File: config.mk
export PLATFORM = sky130hd
export DESIGN_NAME = gobou_core
export DESIGN_NICKNAME = d
export VERILOG_FILES = /design/src/kinpira_pkg.sv /design/src/gobou_core.sv
export SDC_FILE = /design/constraint.sdc
export NUM_CORES = 1
export LEC_CHECK = 0
export ABC_AREA = 1
export BUFFER_PORTS_ARGS = -buffer_cell sky130_fd_sc_hd__buf_2
export CORE_ASPECT_RATIO = 0.6
export CORE_UTILIZATION = 35
export CTS_BUF_LIST = sky130_fd_sc_hd__clkbuf_4
export DETAILED_ROUTE_END_ITERATION = 10
export GPL_TIMING_DRIVEN = 0
export PLACE_DENSITY = 0.53
export RECOVER_POWER = 100
export SETUP_SLACK_MARGIN = 0.2
export SYNTH_ARGS = -nofsm -noshare
export SYNTH_HDL_FRONTEND = slang
export SYNTH_SLANG_ARGS = --single-unit
File: constraint.sdc
create_clock -name clk -period 17.4 [get_ports clk]
set_clock_uncertainty 0.1 [all_clocks]
set_input_delay 5.22 -clock clk [delete_from_list [all_inputs] [get_ports clk]]
set_output_delay 5.22 -clock clk [all_outputs]
set_load 0.005 [all_outputs]
File: src/kinpira_pkg.sv
`default_nettype none

package kinpira_pkg;

  localparam int DWIDTH    = 16;
  localparam int IMGSIZE   = 12;
  localparam int NETSIZE   = 11;
  localparam int LWIDTH    = 10;
  localparam int FRACBITS  = 8;
  localparam int ACCWIDTH  = 40;
  localparam int WB_AWIDTH = 16;
  localparam int WB_DWIDTH = 32;

  // Address bits 15:14
  localparam logic [1:0] REGION_REG = 2'd0;
  localparam logic [1:0] REGION_IMG = 2'd1;
  localparam logic [1:0] REGION_NET = 2'd2;

  localparam int REG_CTRL       = 0;
  localparam int REG_STATUS     = 1;
  localparam int REG_IN_OFFSET  = 2;
  localparam int REG_OUT_OFFSET = 3;
  localparam int REG_NET_OFFSET = 4;
  localparam int REG_TOTAL_IN   = 5;
  localparam int REG_TOTAL_OUT  = 6;

  typedef struct packed {
    logic                 cyc;
    logic                 stb;
    logic                 we;
    logic [WB_AWIDTH-1:0] adr;
    logic [WB_DWIDTH-1:0] dat;
  } wb_req_t;

  typedef struct packed {
    logic                 ack;
    logic [WB_DWIDTH-1:0] dat;
  } wb_rsp_t;

  typedef struct packed {
    logic [IMGSIZE-1:0] in_offset;
    logic [IMGSIZE-1:0] out_offset;
    logic [NETSIZE-1:0] net_offset;
    logic [LWIDTH-1:0]  total_in;
    logic [LWIDTH-1:0]  total_out;
  } layer_cfg_t;

  typedef struct packed {
    logic               we;
    logic [IMGSIZE-1:0] addr;
    logic [DWIDTH-1:0]  wdata;
  } img_req_t;

  typedef struct packed {
    logic               we;
    logic [NETSIZE-1:0] addr;
    logic [DWIDTH-1:0]  wdata;
  } net_req_t;

endpackage

`default_nettype wire
File: src/gobou_core.sv
`timescale 1ns/10ps
`default_nettype none

module gobou_core
  import kinpira_pkg::*;
(
  input  logic                       clk,
  input  logic                       xrst,
  input  logic                       start,
  input  layer_cfg_t                 cfg,
  input  logic signed [DWIDTH-1:0]   img_rdata,
  input  logic signed [DWIDTH-1:0]   net_rdata,
  output img_req_t                   img_rd,
  output net_req_t                   net_rd,
  output logic signed [ACCWIDTH-1:0] acc,
  output logic signed [DWIDTH-1:0]   bias,
  output logic                       acc_valid,
  output logic                       done
);

  typedef enum logic [1:0] {
    st_idle,
    st_read,
    st_drain,
    st_writeback
  } state_t;

  state_t                     state;
  logic [LWIDTH-1:0]          in_cnt;
  logic [LWIDTH-1:0]          out_cnt;
  logic [NETSIZE-1:0]         wptr;
  logic                       mac_en;
  logic                       bias_en;
  logic                       wb_second;
  logic                       last_in;
  logic                       last_out;
  logic                       acc_clear;
  logic signed [2*DWIDTH-1:0] product;

  // Index total_in is the bias slot
  assign last_in   = in_cnt == cfg.total_in;
  assign last_out  = out_cnt + 1'b1 == cfg.total_out;
  assign acc_clear = (state == st_idle && start) || (state == st_writeback && wb_second);
  assign product   = img_rdata * net_rdata;

  assign img_rd = '{we: 1'b0, addr: cfg.in_offset + IMGSIZE'(in_cnt), wdata: '0};
  assign net_rd = '{we: 1'b0, addr: wptr, wdata: '0};

  assign acc_valid = state == st_writeback && !wb_second;
  // Second writeback cycle is when gobou_activate writes
  assign done      = state == st_writeback && wb_second && last_out;

  always_ff @(posedge clk) begin
    if (!xrst) begin
      state     <= st_idle;
      in_cnt    <= '0;
      out_cnt   <= '0;
      wptr      <= '0;
      mac_en    <= 1'b0;
      bias_en   <= 1'b0;
      wb_second <= 1'b0;
    end else begin
      mac_en  <= state == st_read && !last_in;
      bias_en <= state == st_read && last_in;
      case (state)
        st_idle: begin
          if (start) begin
            state   <= st_read;
            in_cnt  <= '0;
            out_cnt <= '0;
            wptr    <= cfg.net_offset;
          end
        end
        st_read: begin
          wptr <= wptr + 1'b1;
          if (last_in) begin
            state <= st_drain;
          end else begin
            in_cnt <= in_cnt + 1'b1;
          end
        end
        st_drain: state <= st_writeback;
        st_writeback: begin
          wb_second <= !wb_second;
          if (wb_second) begin
            in_cnt  <= '0;
            out_cnt <= out_cnt + 1'b1;
            state   <= last_out ? st_idle : st_read;
          end
        end
        default: state <= st_idle;
      endcase
    end
  end

  // MAC runs one cycle behind its read
  always_ff @(posedge clk) begin
    if (acc_clear) begin
      acc <= '0;
    end else if (mac_en) begin
      acc <= acc + ACCWIDTH'(product);
    end
    if (bias_en) begin
      bias <= net_rdata;
    end
  end

endmodule

`default_nettype wire

==> qor.yml <==
register_area_um2: 2000
synthFlopType: "dfxtp_1"
worst_pin_slew_ns: 1.37
vias_per_cell: 4.69
drive_above_1_share: 0.0530
portBuffers: 146
arrival_ns: 7.05
htree_levels: 3
antenna_found_initial: 1
layout_common_cells: "inv_1 (664), nand2_1 (483), fa_1 (331), nor2_1 (188), clkbuf_1 (150)"
outcome: "complete, no violations"
grt_usage: 0.230
cp-end-kind: "primary output"
chipHeight_um: 179
clock_latency_ns: 0.57
grt_setup_unrepaired: "false"
grt_pass1_vias: 15588
grt_max_degree: 24
vias: 15482
period_minus_slack_ns: 12.37
clock_tree.root_cell: "clkbuf_4"
initial_core_util: 0.356
worstSetupPathType: "in -> out"
fill_cells: 5420
ctsLongestPathBuffers: 2
cpPeakStageDelay_ns: 0.44
path_max_fanout: 3
cts.sinks: 92
fmax_ghz: 0.0809
die_w_um: 297
crit_path_start_kind: "input pin"
synth.distinct_cells: 43
yosysWarnings: 0
core_area_um2: 51200
relSlewSlack: 0.0826
io-pin-count: 205
die-area_um2: 53000
final.setup.tns_ns: 0
drtIter0Drc: 1165
postCtsHoldBufs: 0
post-route-period-util: 0.711
synthToLayoutAreaGrowth_pct: 9.36
post_cts_buffers: 0
drtPass1Iterations: 5
required_ns: 12.08
synth_area_um2: 18200
place_congestion: 0.918
finalHoldViolations: 0
row_count: 64
avgSynthCellArea_um2: 7.57
remaining_drc_errors: 0
hold_class: "reg -> reg"
drt-total-wl_mm: 58.1
ys_seq_area_frac: 0.110
globalRouteOverflowTotal: 0
multi_input_area_um2: 13200
path_cells: "buf_2 > ha_1 > inv_1 > fa_1 > inv_1 > a21oi_1 > o21ai_0 > a21oi_1 > o21bai_1 > xor2_1 > clkbuf_2"
critical_path.top_delay_family: "compound AO/OA/AOI/OAI gates"
wire_per_inst_um: 17.6
cts_tree: "yes"
synth_edf_count: 16
setup_viol: 0
synth-seq-cells: 92
clkTransAtPathRegs_ns: 0.21
synthArstFlopShare: 0
slew_viol_final: 0
cp_slowest_cell: "fa_1"
drv_cap: 0
ant_nets: 0
final_common_cell: "inv_1"
fin_nets: 3151
critPathBufInv: 4
grt_pass1_wl_mm: 91.1
dp_hpwl_mm: 51.3
synth_cells: 2409
numCtsBuffers: 9
postCtsResizedCells: 0
synth_stat cells, types with 2 or more instances:
cell type | count | area (um2)
a211oi_1 | 4 | 30.0
a21o_1 | 3 | 22.5
a21oi_1 | 103 | 515
a21oi_2 | 2 | 17.5
a311oi_1 | 2 | 17.5
a31oi_1 | 11 | 68.8
buf_1 | 2 | 7.51
buf_2 | 6 | 30.0
buf_4 | 34 | 255
clkbuf_1 | 74 | 278
dfxtp_1 | 76 | 1520
edfxtp_1 | 16 | 480
fa_1 | 331 | 6630
ha_1 | 131 | 1640
inv_1 | 664 | 2490
nand2_1 | 481 | 1810
nand2_2 | 3 | 18.8
nand3_1 | 72 | 360
nand3b_1 | 3 | 22.5
nand4_1 | 16 | 100
nor2_1 | 187 | 702
nor2_2 | 2 | 12.5
nor3_1 | 12 | 60.1
nor4_1 | 2 | 12.5
o211ai_1 | 5 | 37.5
o211ai_2 | 2 | 25.0
o21ai_0 | 86 | 430
o21ai_1 | 4 | 20.0
o21bai_1 | 8 | 60.1
or2_1 | 3 | 18.8
or2_2 | 6 | 37.5
xnor2_1 | 17 | 149
xor2_1 | 31 | 272
logic make-up (layout without fill, tap and decap cells):
group	after synthesis	count (layout)	synth area share
buffers and inverters	784	945	0.169
flip-flops	92	92	0.110
adder cells (fa/ha/maj)	462	462	0.453
AO/OA/AOI/OAI	233	233	0.0698
XOR/XNOR	48	48	0.0231
other	1	36	0.000206
AND/OR/NAND/NOR	789	789	0.175
final timing paths:
path            from         end  slack [ns]  cells past startpoint
max reg2reg  acc[15]     acc[21]       11.85                     19
max          cfg[43]  img_rd[26]        5.03                     11
min           acc[1]      acc[1]        0.40                      2
min reg2reg   acc[1]      acc[1]        0.40                      2
registers in the layout (all words and copies together), names as in the netlist:
signal     flops
wptr          11
state          2
out_cnt       10
bias_en        1
acc           40
in_cnt        10
wb_second      1
bias          16
mac_en         1
final cells by class:
| class | count | area share |
|---|---|---|
| diodes | 2 | 0.000251 |
| plain buffers | 117 | 0.0288 |
| clock buffers | 10 | 0.00377 |
| clock inverters | 5 | 0.00188 |
| inverters | 667 | 0.126 |
| multi-input cells | 1566 | 0.664 |
| flip-flops and latches | 92 | 0.100 |
| well taps | 693 | 0.0435 |
| repair buffers | 146 | 0.0319 |
routing by layer:
layer,GRT usage,share of wire,up-vias
met2,0.309,0.38,496
met1,0.364,0.51,7593
met5,0,0,-
li1,-,-,7367
met3,0.0672,0.10,26
met4,0.0266,0.0080,0
worst register-to-register path, stage by stage (launching register included):
cell	delay (ns)
dfxtp_1	0.37
inv_1	0.08
fa_1	0.51
inv_1	0.06
fa_1	0.53
fa_1	0.45
fa_1	0.58
inv_1	0.06
fa_1	0.49
inv_1	0.05
ha_1	0.34
nand2_1	0.14
nor2_1	0.28
nand2_1	0.08
o21ai_0	0.71
a21oi_1	0.20
xor2_1	0.18
nand2_1	0.09
nand2_1	0.09
inv_1	0.03
per-stage QoR:
step / cell area (um2) / hold slack [ns] / worst slack, ns / std cells / util
finish: 19900 / 0.398 / 5.03 / 3298 / 0.390
global route: 19900 / 0.430 / 4.90 / 3298 / 0.390
detailed placement: 19900 / 0.377 / 4.94 / 3281 / 0.390
floorplan: 18400 / 0.357 / 5.48 / 2442 / -
global placement: 19900 / 0.365 / 5.02 / 3281 / 0.390
CTS: 20100 / 0.405 / 5.04 / 3296 / 0.392
Power is left out: the tool's default activity adds up to more than one toggle a clock period on the data nets, which glitch-free logic cannot reach.
