## config.mk

```make
export PLATFORM = sky130hd
export DESIGN_NAME = gobou_activate
export DESIGN_NICKNAME = d
export VERILOG_FILES = /design/src/kinpira_pkg.sv /design/src/gobou_activate.sv
export SDC_FILE = /design/constraint.sdc
export NUM_CORES = 1
export LEC_CHECK = 0
export BUFFER_PORTS_ARGS = -buffer_cell sky130_fd_sc_hd__buf_2
export CAP_MARGIN = 5
export CORE_UTILIZATION = 53
export CTS_CLUSTER_DIAMETER = 200
export CTS_CLUSTER_SIZE = 24
export DETAILED_ROUTE_END_ITERATION = 10
export PLACE_DENSITY = 0.77
export RECOVER_POWER = 100
export SETUP_SLACK_MARGIN = 0.2
export SYNTH_ARGS = -nofsm -noshare
export SYNTH_HDL_FRONTEND = slang
export SYNTH_SLANG_ARGS = --single-unit
export TNS_END_PERCENT = 50
```

## constraint.sdc

```tcl
create_clock -name clk -period 6 [get_ports clk]
set_clock_uncertainty 0.05 [all_clocks]
set_input_delay 0 -clock clk [delete_from_list [all_inputs] [get_ports clk]]
set_output_delay 0 -clock clk [all_outputs]
set_load 0.02 [all_outputs]
```

## src/kinpira_pkg.sv

```systemverilog
`default_nettype none

package kinpira_pkg;

  localparam int DWIDTH    = 16;
  localparam int IMGSIZE   = 12;
  localparam int NETSIZE   = 11;
  localparam int LWIDTH    = 10;
  localparam int FRACBITS  = 8;
  localparam int ACCWIDTH  = 40;
  localparam int WB_AWIDTH = 16;
  localparam int WB_DWIDTH = 32;

  // Address bits 15:14
  localparam logic [1:0] REGION_REG = 2'd0;
  localparam logic [1:0] REGION_IMG = 2'd1;
  localparam logic [1:0] REGION_NET = 2'd2;

  localparam int REG_CTRL       = 0;
  localparam int REG_STATUS     = 1;
  localparam int REG_IN_OFFSET  = 2;
  localparam int REG_OUT_OFFSET = 3;
  localparam int REG_NET_OFFSET = 4;
  localparam int REG_TOTAL_IN   = 5;
  localparam int REG_TOTAL_OUT  = 6;

  typedef struct packed {
    logic                 cyc;
    logic                 stb;
    logic                 we;
    logic [WB_AWIDTH-1:0] adr;
    logic [WB_DWIDTH-1:0] dat;
  } wb_req_t;

  typedef struct packed {
    logic                 ack;
    logic [WB_DWIDTH-1:0] dat;
  } wb_rsp_t;

  typedef struct packed {
    logic [IMGSIZE-1:0] in_offset;
    logic [IMGSIZE-1:0] out_offset;
    logic [NETSIZE-1:0] net_offset;
    logic [LWIDTH-1:0]  total_in;
    logic [LWIDTH-1:0]  total_out;
  } layer_cfg_t;

  typedef struct packed {
    logic               we;
    logic [IMGSIZE-1:0] addr;
    logic [DWIDTH-1:0]  wdata;
  } img_req_t;

  typedef struct packed {
    logic               we;
    logic [NETSIZE-1:0] addr;
    logic [DWIDTH-1:0]  wdata;
  } net_req_t;

endpackage

`default_nettype wire
```

## src/gobou_activate.sv

```systemverilog
`timescale 1ns/10ps
`default_nettype none

module gobou_activate
  import kinpira_pkg::*;
(
  input  logic                       clk,
  input  logic                       xrst,
  input  logic signed [ACCWIDTH-1:0] acc,
  input  logic signed [DWIDTH-1:0]   bias,
  input  logic                       acc_valid,
  input  logic [IMGSIZE-1:0]         out_offset,
  output img_req_t                   img_wr
);

  localparam logic signed [ACCWIDTH-1:0] sat_max = ACCWIDTH'((1 << (DWIDTH-1)) - 1);

  logic signed [ACCWIDTH-1:0] sum;
  logic [DWIDTH-1:0]          result;
  logic [LWIDTH-1:0]          out_cnt;
  logic [IMGSIZE-1:0]         base;
  logic                       new_layer;
  logic                       wr_we;
  logic [IMGSIZE-1:0]         wr_addr;
  logic [DWIDTH-1:0]          wr_data;

  assign sum = (acc >>> FRACBITS) + ACCWIDTH'(bias);

  // ReLU, then clamp to the largest positive word
  always_comb begin
    if (sum[ACCWIDTH-1]) begin
      result = '0;
    end else if (sum > sat_max) begin
      result = sat_max[DWIDTH-1:0];
    end else begin
      result = sum[DWIDTH-1:0];
    end
  end

  // A layer with another output offset starts counting again
  assign new_layer = out_offset != base;

  always_ff @(posedge clk) begin
    if (!xrst) begin
      wr_we   <= 1'b0;
      out_cnt <= '0;
      base    <= '0;
    end else begin
      wr_we <= acc_valid;
      if (acc_valid) begin
        base    <= out_offset;
        out_cnt <= new_layer ? LWIDTH'(1) : out_cnt + 1'b1;
      end
    end
  end

  always_ff @(posedge clk) begin
    if (acc_valid) begin
      wr_addr <= new_layer ? out_offset : out_offset + IMGSIZE'(out_cnt);
      wr_data <= result;
    end
  end

  assign img_wr = '{we: wr_we, addr: wr_addr, wdata: wr_data};

endmodule

`default_nettype wire

```

==> results by group, run 1 <==
Clock tree
  • Clock transition at path regs: approximately 0.11 ns
  • CTS root buf: clkbuf_8
  • Hold Buf Count CTS: 13
  • Clock Latency Late Sink: about 0.32 ns
  • Clock Sink Count: 51
  • Clock Path Buffers: 2
  • TritonCTS clock tree: done
  • CTS Buf Count: 5
  • PostCTS Resize Cnt: 0
  • Depth of the CTS H-tree: 2
  • Number of setup buffers added after CTS: 0

Route
  • Initial DRC count: about 200
  • DRT Pass-1 Iters: 5
  • Routed vias: 4493
  • Wirelength per Cell: ~16 µm
  • Vias/cell: between 6 and 7
  • DR DRC count: 0
  • Routed Antenna Nets: 0
  • Routed WL: 11600 µm

STA
  • Maximum clock frequency: around 250 MHz
  • Final hold slack: -0.00253 ns
  • Fin crit share: around two thirds
  • Max Slew Vio Count: 50
  • Setup tns final: 0 ns
  • Worst slew margin: -82.2%
  • Fin. Hold Viols: 1
  • Min Tclk post-route: 4.02 ns
  • RSZ-0062 raised after global routing: no
  • Slew of the pin with the lowest slew margin: around 2.7 ns
  • Finish-stage setup viols: 0

Synthesis
  • Post-Syn Area: 4710 µm²
  • Synth warn: 0
  • Sequential area share after synthesis: between 20% and 30%
  • Synth top area share: approximately 18%
  • #FFs+latches synth: between 50 and 60
  • Top post-synthesis cells by area: edfxtp_1 18%, ha_1 11%, dfxtp_1 9.8%, a21oi_1 5.0%, xnor2_1 4.8%
  • Ys flop type: edfxtp_1
  • Post-synth ARST share: 0%
  • Commonest cells post-synth: 47 x a21oi_1, 46 x nor2_1, 43 x ha_1
  • Synth Net Count: approximately 660
  • Cell with the most instances after synthesis: a21oi_1
  • EDFF count, synth: 28
  • Gate Count Post-Synth: 542
  • Netlist cell types: around 70
  • Leading area contributor after synthesis: edfxtp_1
  • Mean Syn Cell Area: roughly 8.7 µm²

Critical path
  • Crit path launch: acc[13]
  • Max Fanout on Critical Path: 15
  • Bufs and invs on worst path: 1
  • Critical path type: in2reg
  • Critical-path top delay cell: a2111oi_0
  • Top Family by Delay on Critical Path: compound AO/OA/AOI/OAI gates
  • Required time of the critical path: about 6.0 ns
  • Critical path arrival: about 4.0 ns
  • Setup crit start kind: input port
  • Most numerous cell on the critical path: a2111oi_0
  • R2r startpoint: out_cnt[0]
  • Crit path cell chain: buf_2 > ha_1 > o211ai_1 > o21a_1 > a211o_1 > a2111oi_0 > o21ai_2 > a2111oi_0 > o2111ai_1 > nor3_4 > a21oi_1
  • CP endpoint kind: register
  • Crit path largest cell delay: between 0.9 and 1 ns

GRT
  • Pin count of the biggest net entering global routing: 50
  • Total gr overflow: 0
  • GRT Total Usage: between 20% and 30%
  • First-pass GRT wire length: approximately 18000 µm
  • Vias in the first global route: between 4000 and 5000
  • Initial antenna violation count: 0

Power
  • Max rail drop VDD: 0.000104 V
  • P per Cell Area: 187 nW/µm²
  • Pleak: around 2.2 nW
  • Power, Total: roughly 0.001 W

Worst hold path
  • Hold Path Class: in2reg
  • Min-delay src: out_offset[10]

Finish
  • N_diodes: 0
  • Post-layout util: 61.5%
  • P&R area growth vs syn: 13.4%
  • Ratio of cells with drive above 1 in the final layout: roughly 15%
  • Nets: about 750
  • Filler instances: between 700 and 800

Placed design
  • Post-DP HPWL: 9000 µm
  • Routability congestion estimate: 0.924
  • PortBufs: between 90 and 100

Die
  • Initial Util: between 50% and 60%
  • Die height: about 96 µm
  • Core area: ~8700 µm²
  • I/O Pins: 100
  • Core Rows: 34
  • Die X: between 90 and 100 µm
  • DIE AREA: 9270 µm²

Job
  • Max_cap viols: 1

Run status
  • Outcome: finished with violations
  • Failing checks: hold timing, capacitance limit, slew limit
-- through the flow --
stage	worst slack [ns]	area, µm²	cells
floorplan	2.85	4710	542
global placement	2.21	5220	723
detailed placement	2.14	5220	723
CTS	2.46	5440	744
global route	1.86	5340	745
finish	1.98	5340	745
-- cells in the final DEF (no fill, tap or decap), types with 7 or more instances in the layout --
cell	n
buf_2	61
a21oi_1	53
nor2_1	46
ha_1	43
nand2_1	41
clkbuf_1	32
edfxtp_1	28
xnor2_1	26
o21ai_0	26
dfxtp_1	23
inv_1	22
nand3_1	15
nor2b_1	14
xor2_1	14
dlygate4sd3_1	14
mux2i_1	13
nand4_1	12
o21a_1	12
nor3_1	11
a21o_1	8
mux2_2	8
a21oi_2	8
a211oi_1	7
-- sequential cells by signal, indices dropped and copies added, names as in the netlist --
signal   cells
wr_we        1
base        12
wr_addr     12
out_cnt     10
wr_data     16
-- worst min-delay path: stages --
cell     delay, ns
buf_2         0.13
mux2i_1       0.08
nor2b_1       0.12
-- layer usage --
layer  global-route usage (%)  up-vias  routed length (µm)
met3                     2.69       21                 567
met1                     32.9     2134                5300
met5                        0        -                   0
met4                     7.84        0                 237
li1                         -     2199                   -
met2                     43.6      139                5450
-- logic make-up after synthesis --
logic type               Yosys count  share of synthesized area, %
XOR/XNOR                          40                          7.44
multiplexers                      22                          4.91
other                              1                        0.0796
flip-flops                        51                          27.6
AND/OR/NAND/NOR                  174                          18.5
buffers and inverters             42                          3.98
AO/OA/AOI/OAI                    167                          25.2
adder cells (fa/ha/maj)           45                          12.3
-- power by group --
group | switching (W) | total (W) | internal (W)
Clock | 0.000129 | 0.000215 | 0.0000867
Sequential | 0.00000920 | 0.000409 | 0.000400
Combinational | 0.000227 | 0.000374 | 0.000147
Total | 0.000365 | 0.000998 | 0.000633
-- layout make-up --
cell class / count / area (µm²) / share of cell area [%]
Sequential cell: 51 / 1300 / 24.4
Clock buffer: 5 / 68.8 / 1.29
Inverter: 22 / 82.6 / 1.55
Timing Repair Buffer: 107 / 566 / 10.6
Multi-Input combinational cell: 449 / 3160 / 59.1
Tap cell: 108 / 135 / 2.53
Clock inverter: 3 / 28.8 / 0.539
-- path summary, 6_finish.rpt --
kind         depth (start not counted)  slack (ns)          end
max                                 11        1.98  wr_data[12]
min                                  3      -0.003     base[10]
max reg2reg                         12        2.88   wr_addr[8]
min reg2reg                          2        0.49      base[2]
Power figures use the tool's default switching activity.
==> inputs of run 2 (changes only) <==
Clock period 6 ns to 4 ns, I/O delays scaled along.
==> results by group, run 2 (same netlist as run 1, synthesis figures left out) <==
Critical path
  • Reg2reg end: wr_addr[10]
  • Required time of the critical path: between 3 and 4 ns
  • Crit path largest cell delay: ~0.47 ns
  • Bufs and invs on worst path: 2
  • Max Fanout on Critical Path: 15
  • Critical path arrival: ~3.5 ns
  • Top Family by Delay on Critical Path: compound AO/OA/AOI/OAI gates
  • Critical path type: in2reg
  • Crit path cell chain: buf_2 > ha_1 > fa_1 > a211oi_1 > o21a_1 > a211o_1 > a2111oi_1 > or3_2 > a2111oi_4 > o2111ai_1 > nor3_4 > clkbuf_2 > a21oi_1
  • R2r startpoint: out_cnt[0]
  • Critical-path top delay cell: or3_2
  • Setup crit start kind: input port
  • R2r worst-path depth: 12
  • CP endpoint kind: register
  • Worst reg-to-reg setup slack: about 0.8 ns

Power
  • P per Cell Area: about 290 nW/µm²
  • Max rail drop VDD: around 0.00017 V
  • Pleak: ~2.2 nW
  • Clock power frac: between 20% and 30%
  • P_sw: between 0.0005 and 0.0006 W
  • Comb pwr share: 37.0%
  • Sequential share of power: between 30 and 40%
  • Switching Share: 35.7%
  • Int Power: a little under 0.001 W

Clock tree
  • Depth of the CTS H-tree: 2
  • Clock Path Buffers: 2
  • Number of setup buffers added after CTS: 0
  • CTS Buf Count: 5
  • PostCTS Resize Cnt: 0
  • TritonCTS clock tree: done
  • Hold Buf Count CTS: 12
  • Clock Sink Count: 51
  • Clock Latency Late Sink: 0.32 ns
  • Clock transition at path regs: 0.11 ns
  • CTS root buf: clkbuf_8

Worst hold path
  • Hold Crit Depth: 2
  • Min-delay src: xrst
  • Hold Path Sink: base[3]
  • Hold Path Class: in2reg

GRT
  • Total gr overflow: 0
  • First-pass GRT wire length: between 15000 and 20000 µm
  • GRT Total Usage: 25.3%
  • Vias in the first global route: 4166
  • Initial antenna violation count: 0
  • Pin count of the biggest net entering global routing: 27

STA
  • Finish-stage setup viols: 0
  • Setup tns final: 0 ns
  • Fin crit share: just under 90%
  • Slew of the pin with the lowest slew margin: between 1.5 and 2 ns
  • Fin. Hold Viols: 0
  • Min Tclk post-route: 3.49 ns
  • RSZ-0062 raised after global routing: no
  • Worst slew margin: -4.00%
  • Max Slew Vio Count: 27
  • Maximum clock frequency: 286 MHz

Run status
  • Outcome: finished with violations
  • Failing checks: capacitance limit, slew limit

Finish
  • Most frequent cells in the layout: 60 x buf_2, 52 x a21oi_1, 46 x nor2_1
  • Finished Layout Cells: around 750
  • Largest register by flop count: wr_data
  • Post-route cell area: roughly 5400 µm²
  • Max reg flops: 16
  • Filler instances: ~790
  • Nets: between 700 and 800
  • Post-layout util: between 60% and 70%
  • Commonest non-fill, non-tap cell in the layout: buf_2
  • Biggest regs: wr_data (16), base (12), wr_addr (12)
  • P&R area growth vs syn: 13.9%
  • Ratio of cells with drive above 1 in the final layout: 15.9%
  • N_diodes: 0

Placed design
  • Dpl cells: roughly 730
  • PortBufs: 91
  • Area after DPL: between 5000 and 6000 µm²
  • Post-DP HPWL: 8900 µm
  • Routability congestion estimate: just over 0.9

Die
  • DIE AREA: between 9000 and 10000 µm²
  • Die X: between 90 and 100 µm
  • Die height: 96.3 µm
  • Initial Util: a little over half
  • I/O Pins: 100
  • Core Rows: 34
  • Core area: around 8700 µm²

Route
  • Initial DRC count: between 200 and 250
  • Routed Antenna Nets: 0
  • Routed vias: 4458
  • Vias/cell: 5.98
  • DR DRC count: 0
  • Wirelength per Cell: about 16 µm
  • DRT Pass-1 Iters: 5
  • Routed WL: 11600 µm

Job
  • Max_cap viols: 1
==> run 2: cell types whose count changed in the layout (fill, tap and decap cells not counted), sizes merged <==
cell / change
clkbuf: +3
clkinv: -2
dlygate4sd3: -2
inv: +1
==> run 2: how the worst max path moves through the flow <==
| stage | startpoint | endpoint | cells after the start |
|---|---|---|---|
| floorplan | acc[8] | wr_data[3] | 12 |
| global placement | acc[8] | wr_data[13] | 13 |
| detailed placement | acc[8] | wr_data[0] | 13 |
| CTS | acc[8] | wr_data[1] | 13 |
| global route | acc[8] | wr_data[10] | 13 |
| finish | acc[8] | wr_data[12] | 13 |
==> run 2: layout make-up <==
cell class | instances | area, µm² | share of cell area, %
repair buffers | 107 | 557 | 10.4
well taps | 108 | 135 | 2.52
clock inverters | 2 | 15.0 | 0.280
clock buffers | 6 | 93.8 | 1.75
flip-flops and latches | 51 | 1300 | 24.2
inverters | 22 | 82.6 | 1.54
multi-input cells | 449 | 3180 | 59.3
==> run 2: metal layers <==
metal | part of all wire, % | track usage (%)
met5 | 0 | 0
met4 | 2.0 | 9.08
met3 | 6.0 | 2.61
met2 | 47 | 44.1
met1 | 45 | 32.2
==> run 2: power by group through the flow <==
stage,registers [W],logic [W],clock network (W)
6_report,0.000613,0.000567,0.000354
5_1_grt,0.000617,0.000622,0.000374
4_1_cts,0.000612,0.000576,0.000356
3_5_place_dp,0.000624,0.000564,0
3_3_place_gp,0.000622,0.000550,0
2_1_floorplan,0.000665,0.000370,0
==> run 2: metrics by stage <==
| stage | hold slack [ns] | setup WS [ns] | power (W) |
|---|---|---|---|
| final | 0.0171 | 0.507 | 0.00153 |
| after global placement | 0.274 | 0.554 | 0.00117 |
| after floorplan | 0.0625 | 0.853 | 0.00103 |
| after CTS | 0.00502 | 0.782 | 0.00154 |
| after global routing | 0.0133 | 0.399 | 0.00161 |
| after detailed placement | 0.287 | 0.467 | 0.00119 |
==> run 2: worst reg2reg max path, cell delays in order (launching register included) <==
cell and delay (ns):
dfxtp_1 0.44, ha_1 0.21, inv_1 0.06, fa_1 0.39, nor2b_1 0.14, o21ai_0 0.12, a21oi_1 0.20, o21ai_0 0.13
a21boi_0 0.27, o21ai_0 0.15, a21boi_0 0.39, mux2i_1 0.24, o2111ai_1 0.13
