`src/kinpira_pkg.sv`:
```
`default_nettype none

package kinpira_pkg;

  localparam int DWIDTH    = 16;
  localparam int IMGSIZE   = 12;
  localparam int NETSIZE   = 11;
  localparam int LWIDTH    = 10;
  localparam int FRACBITS  = 8;
  localparam int ACCWIDTH  = 40;
  localparam int WB_AWIDTH = 16;
  localparam int WB_DWIDTH = 32;

  // Address bits 15:14
  localparam logic [1:0] REGION_REG = 2'd0;
  localparam logic [1:0] REGION_IMG = 2'd1;
  localparam logic [1:0] REGION_NET = 2'd2;

  localparam int REG_CTRL       = 0;
  localparam int REG_STATUS     = 1;
  localparam int REG_IN_OFFSET  = 2;
  localparam int REG_OUT_OFFSET = 3;
  localparam int REG_NET_OFFSET = 4;
  localparam int REG_TOTAL_IN   = 5;
  localparam int REG_TOTAL_OUT  = 6;

  typedef struct packed {
    logic                 cyc;
    logic                 stb;
    logic                 we;
    logic [WB_AWIDTH-1:0] adr;
    logic [WB_DWIDTH-1:0] dat;
  } wb_req_t;

  typedef struct packed {
    logic                 ack;
    logic [WB_DWIDTH-1:0] dat;
  } wb_rsp_t;

  typedef struct packed {
    logic [IMGSIZE-1:0] in_offset;
    logic [IMGSIZE-1:0] out_offset;
    logic [NETSIZE-1:0] net_offset;
    logic [LWIDTH-1:0]  total_in;
    logic [LWIDTH-1:0]  total_out;
  } layer_cfg_t;

  typedef struct packed {
    logic               we;
    logic [IMGSIZE-1:0] addr;
    logic [DWIDTH-1:0]  wdata;
  } img_req_t;

  typedef struct packed {
    logic               we;
    logic [NETSIZE-1:0] addr;
    logic [DWIDTH-1:0]  wdata;
  } net_req_t;

endpackage

`default_nettype wire
```
`src/ninjin_bus.sv`:
```
`timescale 1ns/10ps
`default_nettype none

module ninjin_bus
  import kinpira_pkg::*;
(
  input  logic              clk,
  input  logic              xrst,
  input  wb_req_t           wb_req,
  input  logic [DWIDTH-1:0] img_rdata,
  input  logic [DWIDTH-1:0] net_rdata,
  input  logic              done,
  input  img_req_t          eng_img_rd,
  input  net_req_t          eng_net_rd,
  input  img_req_t          eng_img_wr,
  output wb_rsp_t           wb_rsp,
  output logic              start,
  output layer_cfg_t        cfg,
  output img_req_t          img_port,
  output net_req_t          net_port
);

  logic                 busy;
  logic                 done_flag;
  logic                 rd_pend;
  logic                 rd_img;
  logic [1:0]           region;
  logic [13:0]          reg_idx;
  logic                 is_reg;
  logic                 is_img;
  logic                 is_net;
  logic                 req_new;
  logic                 accept;
  logic [WB_DWIDTH-1:0] reg_rdata;
  img_req_t             host_img;
  net_req_t             host_net;

  assign region  = wb_req.adr[15:14];
  assign reg_idx = wb_req.adr[13:0];
  assign is_reg  = region == REGION_REG;
  assign is_img  = region == REGION_IMG;
  assign is_net  = region == REGION_NET;

  // New request, not yet answered and no read in flight
  assign req_new = wb_req.cyc && wb_req.stb && !wb_rsp.ack && !rd_pend;
  // Memory regions wait for the engine to finish
  assign accept  = req_new && !(busy && (is_img || is_net));

  always_comb begin
    case (reg_idx)
      REG_STATUS:     reg_rdata = WB_DWIDTH'({done_flag, busy});
      REG_IN_OFFSET:  reg_rdata = WB_DWIDTH'(cfg.in_offset);
      REG_OUT_OFFSET: reg_rdata = WB_DWIDTH'(cfg.out_offset);
      REG_NET_OFFSET: reg_rdata = WB_DWIDTH'(cfg.net_offset);
      REG_TOTAL_IN:   reg_rdata = WB_DWIDTH'(cfg.total_in);
      REG_TOTAL_OUT:  reg_rdata = WB_DWIDTH'(cfg.total_out);
      default:        reg_rdata = '0;
    endcase
  end

  assign host_img = '{we:    accept && is_img && wb_req.we,
                      addr:  wb_req.adr[IMGSIZE-1:0],
                      wdata: wb_req.dat[DWIDTH-1:0]};
  assign host_net = '{we:    accept && is_net && wb_req.we,
                      addr:  wb_req.adr[NETSIZE-1:0],
                      wdata: wb_req.dat[DWIDTH-1:0]};

  // Engine reads and writes never overlap on the image port
  always_comb begin
    if (busy) begin
      img_port = eng_img_wr.we ? eng_img_wr : eng_img_rd;
      net_port = eng_net_rd;
    end else begin
      img_port = host_img;
      net_port = host_net;
    end
  end

  always_ff @(posedge clk) begin
    if (!xrst) begin
      wb_rsp.ack <= 1'b0;
      rd_pend    <= 1'b0;
      start      <= 1'b0;
      busy       <= 1'b0;
      done_flag  <= 1'b0;
      cfg        <= '0;
    end else begin
      wb_rsp.ack <= 1'b0;
      start      <= 1'b0;
      if (rd_pend) begin
        rd_pend    <= 1'b0;
        wb_rsp.ack <= 1'b1;
        wb_rsp.dat <= rd_img ? WB_DWIDTH'(signed'(img_rdata))
                             : WB_DWIDTH'(signed'(net_rdata));
      end else if (accept) begin
        if ((is_img || is_net) && !wb_req.we) begin
          rd_pend <= 1'b1;
          rd_img  <= is_img;
        end else begin
          wb_rsp.ack <= 1'b1;
          wb_rsp.dat <= is_reg ? reg_rdata : '0;
          // Layer setup frozen while the engine runs
          if (is_reg && wb_req.we && !busy && !start) begin
            case (reg_idx)
              REG_CTRL:       start          <= wb_req.dat[0];
              REG_IN_OFFSET:  cfg.in_offset  <= wb_req.dat[IMGSIZE-1:0];
              REG_OUT_OFFSET: cfg.out_offset <= wb_req.dat[IMGSIZE-1:0];
              REG_NET_OFFSET: cfg.net_offset <= wb_req.dat[NETSIZE-1:0];
              REG_TOTAL_IN:   cfg.total_in   <= wb_req.dat[LWIDTH-1:0];
              REG_TOTAL_OUT:  cfg.total_out  <= wb_req.dat[LWIDTH-1:0];
              default:        ;
            endcase
          end
        end
      end
      if (start) begin
        busy      <= 1'b1;
        done_flag <= 1'b0;
      end else if (done) begin
        busy      <= 1'b0;
        done_flag <= 1'b1;
      end
    end
  end

endmodule

`default_nettype wire

```
`config.mk`:
```
export PLATFORM = sky130hd
export DESIGN_NAME = ninjin_bus
export DESIGN_NICKNAME = d
export VERILOG_FILES = /design/src/kinpira_pkg.sv /design/src/ninjin_bus.sv
export SDC_FILE = /design/constraint.sdc
export NUM_CORES = 1
export LEC_CHECK = 0
export BUFFER_PORTS_ARGS = -buffer_cell sky130_fd_sc_hd__buf_4
export CORE_AREA = 4 4 121 123
export CTS_CLUSTER_SIZE = 14
export DETAILED_ROUTE_END_ITERATION = 6
export DIE_AREA = 0 0 125 127
export GPL_TIMING_DRIVEN = 1
export HOLD_SLACK_MARGIN = 0.03
export PLACE_DENSITY = 0.77
export SLEW_MARGIN = 10
export SYNTH_ARGS = -nofsm -noshare
export SYNTH_HDL_FRONTEND = slang
export SYNTH_SLANG_ARGS = --single-unit
export TNS_END_PERCENT = 5
```
`constraint.sdc`:
```
create_clock -name clk -period 2.3 [get_ports clk]
set_input_delay 0.115 -clock clk [delete_from_list [all_inputs] [get_ports clk]]
set_output_delay 0.115 -clock clk [all_outputs]
set_load 0.005 [all_outputs]
```
==> qor.yml, run 1 <==
die_y_um: 127
fin_setup_tns_ns: 0
yosysTopAreaCellShare_pct: 24.8
finalWorstSetupSlack_ns: 0.437
avgSynthCellArea_um2: 9.21
power.leakage_nw: 3.67
max_slew_margin_pct: 62.2
cts_max_path_buffers: 2
grt_util_all_layers_pct: 21.8
wl_per_cell_um: 18.8
min_path_type: "primary input to register"
pin_count: 318
switching_share_pct: 23.0
io_buffers: 301
grt_overflow: 0
root_buffer: "clkbuf_16"
num_vias: 5051
die_w_um: 125
max_freq_mhz: 537
drt_first_iter_violations: 308
drc: 0
rows: 43
synth.net_count: 701
grt_pass1_wl_mm: 27.4
seq_area_mm2: 0.00172
p_per_area_mw_per_mm2: 465
setup_violations: 0
start_util_pct: 35.4
period_share_pct: 81.0
min_period_ns: 1.86
pwr-share-clk_pct: 43.8
synthTopCellsByArea: "dfxtp_1 25%, mux2i_1 18%, edfxtp_1 11%, mux2_2 9.5%, nand2_1 5.5%"
htreeDepth: 3
cellInternalPower_mw: 2.68
required_ns: 2.18
first_global_vias: 4831
multi_input_area_mm2: 0.00276
hold_ws_ns: 0.0522
vdd_drop_max_mv: 0.352
rsz0062_at_grt: "no"
pwr-share-seq_pct: 39.8
switching_power_mw: 0.800
syn_area_mm2: 0.00484
cts_resized: 0
ys_types: 47
power_frac_comb_pct: 16.3
final_cell_area_mm2: 0.00749
synth_cells: 526
vias_per_cell: 5.13
place_hpwl_mm: 14.9
fillers: 1265
diodes: 0
cts_buffers: 9
slew_violations: 0
grt_start_max_net_pins: 88
drive_gt1_share_pct: 48.4
path_clk_slew_ns: 0.06
tightest_slew_ns: 0.567
postPlaceCellArea_mm2: 0.00716
cts_sinks: 77
yosysWarnings: 0
path_max_fanout: 6
cp-start-kind: "register"
antenna_found_initial: 0
die_area_mm2: 0.0159
dp_slack_ns: 0.176
ctsHoldBuffers: 0
fp.coreArea_mm2: 0.0137
insertion_delay_ns: 0.33
wirelength_mm: 18.5
fin_nets: 974
cts_tree: "built"
status: "finished clean"
hold_viol_final: 0
ant_nets: 0
critPathKind: "register to primary output"
area_delta_synth_final_pct: 54.6
maxCapViolCount: 0
end_kind: "primary output"
postLayoutCoreUtil_pct: 54.8
arrival_ns: 1.75
cts_setup_buffers: 0
finalClockSkew_ns: 0.00853
ys_ff_latch: 77
synth_largest_area_cell: "dfxtp_1"
gp_congestion: 0.874
seq_area_frac_synth_pct: 35.3
dr.pass1.iters: 5
[cells in the mapped netlist, drive strengths merged]
cell type	count
mux2i	86
nand2	71
dfxtp	60
mux2	41
buf	33
nor2	33
a21oi	31
clkbuf	26
o21ai	25
edfxtp	17
nand3	14
nor2b	11
a21boi	10
o2bb2ai	8
nor4	6
and3	5
inv	5
or4	5
a221oi	4
a22oi	4
a32oi	4
nand4	4
a222oi	3
ha	3
nor3	3
o22a	2
or4bb	2
a2111oi	1
a32o	1
nand2b	1
nand3b	1
nand4bb	1
nor3b	1
nor4b	1
o21a	1
or2	1
or3b	1
[layout make-up]
type                    instances  area share (%)
inverters                       5           0.251
clock inverters                 4           0.669
repair buffers                321            32.5
flip-flops and latches         77            22.9
well taps                     180            3.01
multi-input cells             385            36.9
clock buffers                  12            3.71
[logic make-up after synthesis]
logic type / Yosys count / synth area share, %
compound gates: 94 / 12.5
fa+ha+maj: 3 / 0.775
buf+inv: 64 / 7.57
flops: 77 / 35.3
mux: 127 / 27.3
simple gates: 161 / 16.5
[per-stage QoR]
step | total power, mW | std cells
2_1_floorplan | 1.63 | 526
3_3_place_gp | 1.98 | 968
3_5_place_dp | 1.98 | 968
4_1_cts | 3.50 | 984
5_1_grt | 3.60 | 984
6_report | 3.48 | 984
[registers in the layout, summed over array words and instances, names as in the netlist]
| name | cells |
|---|---|
| busy | 1 |
| cfg | 55 |
| done_flag | 1 |
| rd_img | 1 |
| rd_pend | 1 |
| start | 1 |
| wb_rsp | 17 |
[critical path, cell delays in order (launching register included)]
cell,delay (ns)
dfxtp_1,0.31
nand4bb_1,0.30
a21oi_1,0.23
buf_4,0.17
nand3_1,0.07
o21ai_0,0.17
buf_4,0.15
[path summary, 6_finish.rpt]
| path | from | end | slack (ns) | depth (start not counted) |
|---|---|---|---|---|
| setup / recovery | wb_rsp[32] | img_port[28] | 0.44 | 6 |
| hold / removal | wb_req[48] | start | 0.05 | 2 |
| setup reg to reg | wb_rsp[32] | cfg[49] | 0.51 | 6 |
| hold reg to reg | cfg[53] | cfg[53] | 0.48 | 2 |
[power by group through the flow]
stage,Sequential [mW],Combinational (mW),Clock [mW]
final,1.39,0.569,1.53
after global routing,1.39,0.612,1.60
after CTS,1.39,0.570,1.55
after detailed placement,1.42,0.568,0
after global placement,1.42,0.562,0
after floorplan,1.42,0.213,0
[per-layer routing]
metal  GRT usage [%]  up-vias  wire (um)
met5               0        -          0
met4            4.66        0        272
met3            7.73       24       1710
met2            34.7      228       8670
met1            28.9     2364       7870
li1                -     2435          -
[cell usage in the layout (no fill, tap or decap), drive strengths merged, types with 2 or more instances in the layout]
cell	n
nand2	71
or4bb	2
a21oi	31
nor4	6
inv	7
a221oi	4
nor2	33
ha	3
a222oi	3
dfxtp	60
and3	5
mux2i	86
o2bb2ai	8
o22a	2
a22oi	4
mux2	41
nand3	14
buf	321
nor3	3
clkbuf	12
nand4	4
edfxtp	17
a21boi	10
nor2b	11
or4	5
o21ai	25
a32oi	4
Power figures use the tool's default switching activity.
==> run 2: changes to the inputs <==
clock period = 1.75 ns   (was 2.3 ns; I/O delays follow)
==> qor.yml, run 2 (synthesized netlist as in run 1, its figures left out) <==
die_y_um: 127  # unchanged
dp_slack_ns: -0.218  # -0.394 ns
max_freq_mhz: 583
start_util_pct: 35.4  # unchanged
place_inst: 995  # +2.8%
min_period_ns: 1.72
rows: 43  # unchanged
num_vias: 5115  # +1.3%
insertion_delay_ns: 0.34  # about the same
status: "finished clean"
pin_count: 318  # unchanged
gp_congestion: 0.856  # -2.1%
drc: 0  # unchanged
grt_pass1_wl_mm: 27.9  # +1.8%
area_delta_synth_final_pct: 60.1
antenna_found_initial: 0  # unchanged
slew_violations: 0  # unchanged
switching_share_pct: 23.7  # +0.67 points
cts_buffers: 9  # unchanged
power.leakage_nw: 3.81  # +3.8%
cts_setup_buffers: 0  # unchanged
crit_family: "buffers and inverters"
diodes: 0  # unchanged
p_per_area_mw_per_mm2: 570  # +23%
max_slew_margin_pct: 66.0  # +3.8 points
cp_cell_sequence: "buf_16 > mux2_2 > buf_4"
switching_power_mw: 1.05  # +31%
io_buffers: 301  # unchanged
wirelength_mm: 18.7  # +0.73%
pwr-share-seq_pct: 41.3  # +1.5 points
drt_first_iter_violations: 387  # +26%
end_kind: "primary output"
rsz0062_at_grt: "yes"
tightest_slew_ns: 0.510  # -0.0569 ns
root_buffer: "clkbuf_16"
vias_per_cell: 5.05  # -1.6%
largest_register_ffs: 55  # unchanged
biggestRegsByFlops: "cfg x55, wb_rsp x17"
fp.coreArea_mm2: 0.0137  # unchanged
drive_gt1_share_pct: 50.2  # +1.8 points
reg2reg_slack_ns: 0.16  # -0.35 ns
fin_nets: 1003  # +3.0%
layout.cells.non_filler: 1013  # +2.9%
final_cell_area_mm2: 0.00775  # +3.5%
critPathKind: "register to primary output"
fillers: 1289  # +1.9%
finalWorstSetupSlack_ns: 0.0345  # -0.403 ns
first_global_vias: 5023  # +4.0%
ant_nets: 0  # unchanged
crit_slowest_cell: "dfxtp_4"
cp-start-kind: "register"
die_area_mm2: 0.0159  # unchanged
path_clk_slew_ns: 0.06  # about the same
final_common_cell: "buf_4"
hold_viol_final: 0  # unchanged
setup_violations: 0  # unchanged
cts_sinks: 77  # unchanged
place_hpwl_mm: 15.2  # +1.7%
grt_overflow: 0  # unchanged
maxCapViolCount: 0  # unchanged
postLayoutCoreUtil_pct: 56.7  # +1.9 points
grt_start_max_net_pins: 89  # +1.1%
grt_util_all_layers_pct: 22.0  # +0.13 points
top_register: "cfg"
finalClockSkew_ns: 0.00793  # -0.000608 ns
wl_per_cell_um: 18.4  # -2.1%
arrival_ns: 1.63  # -0.12 ns
htreeDepth: 3  # unchanged
cellInternalPower_mw: 3.37  # +26%
pwr-share-clk_pct: 40.6  # -3.2 points
postPlaceCellArea_mm2: 0.00741  # +3.5%
min_path_type: "primary input to register"
path_max_fanout: 88  # +82
cp_num_buf_inv: 2  # unchanged
layout_common_cells: "342 x buf_4, 86 x mux2i_1, 71 x nand2_1"
period_share_pct: 98.0
fin_setup_tns_ns: 0  # unchanged
required_ns: 1.66  # -0.52 ns
critPathMaxStageDelay_ns: 0.41  # +0.10 ns
dr.pass1.iters: 5  # unchanged
vdd_drop_max_mv: 0.373  # +5.8%
power_frac_comb_pct: 18.2  # +1.9 points
cts_tree: "built"
cts_max_path_buffers: 2  # unchanged
die_w_um: 125  # unchanged
## run 2: changes by cell type in the layout (fill, tap and decap cells not counted), sizes merged
cell         before  now
buf             321  348
bufinv            1    0
clkbuf           12   13
clkinv            1    2
clkinvlp          0    1
dlygate4sd3       0    2
inv               7    5
## run 2: worst register-to-register path, delay by kind of cell, from the launching register on
kind	cells	cell delay (ns)
and+or+nand+nor	3	0.59
buffers and inverters	2	0.42
DFF	1	0.32
muxes	1	0.14
## run 2: layout make-up
type	count	area, um2	area share (%)
clock buffer	13	272	3.50
clock inverter	3	17.5	0.226
inverter	5	18.8	0.242
multi-input combinational	385	2800	36.1
tap	180	225	2.91
sequential	77	1720	22.1
timing repair buffer	350	2710	34.9
## run 2: repair_timing
action,4_1_cts,5_1_grt
hold buffers,2,0
endpoints found under the hold margin,2,0
endpoints found under the setup margin,2,19
gates resized for setup,3,5
## run 2: power groups by stage
| stage | Sequential (mW) | Combinational, mW | Clock [mW] |
|---|---|---|---|
| final | 1.82 | 0.803 | 1.79 |
| after global routing | 1.82 | 0.864 | 1.90 |
| after CTS | 1.82 | 0.804 | 1.82 |
| after detailed placement | 1.86 | 0.792 | 0 |
| after global placement | 1.86 | 0.782 | 0 |
| after floorplan | 1.86 | 0.282 | 0 |
## run 2: metal layers
layer / track usage (%) / part of all wire (%) / vias to the layer above
met5: 0 / 0 / -
met4: 3.76 / 1.3 / 0
met3: 7.11 / 8.8 / 19
met2: 35.3 / 47 / 216
met1: 29.6 / 43 / 2388
li1: - / - / 2492
## run 2: metrics by stage
step	hold slack, ns	power, mW
after floorplan	0.233	2.14
after global placement	0.369	2.64
after detailed placement	0.369	2.65
after CTS	0.0326	4.45
after global routing	0.0540	4.58
final	0.0374	4.42
## run 2: worst paths after layout
kind / start / endpoint / depth (start not counted)
max: busy / net_port[12] / 3
min: wb_req[5] / cfg[15] / 3
max reg2reg: wb_rsp[32] / cfg[1] / 6
min reg2reg: cfg[28] / cfg[28] / 2
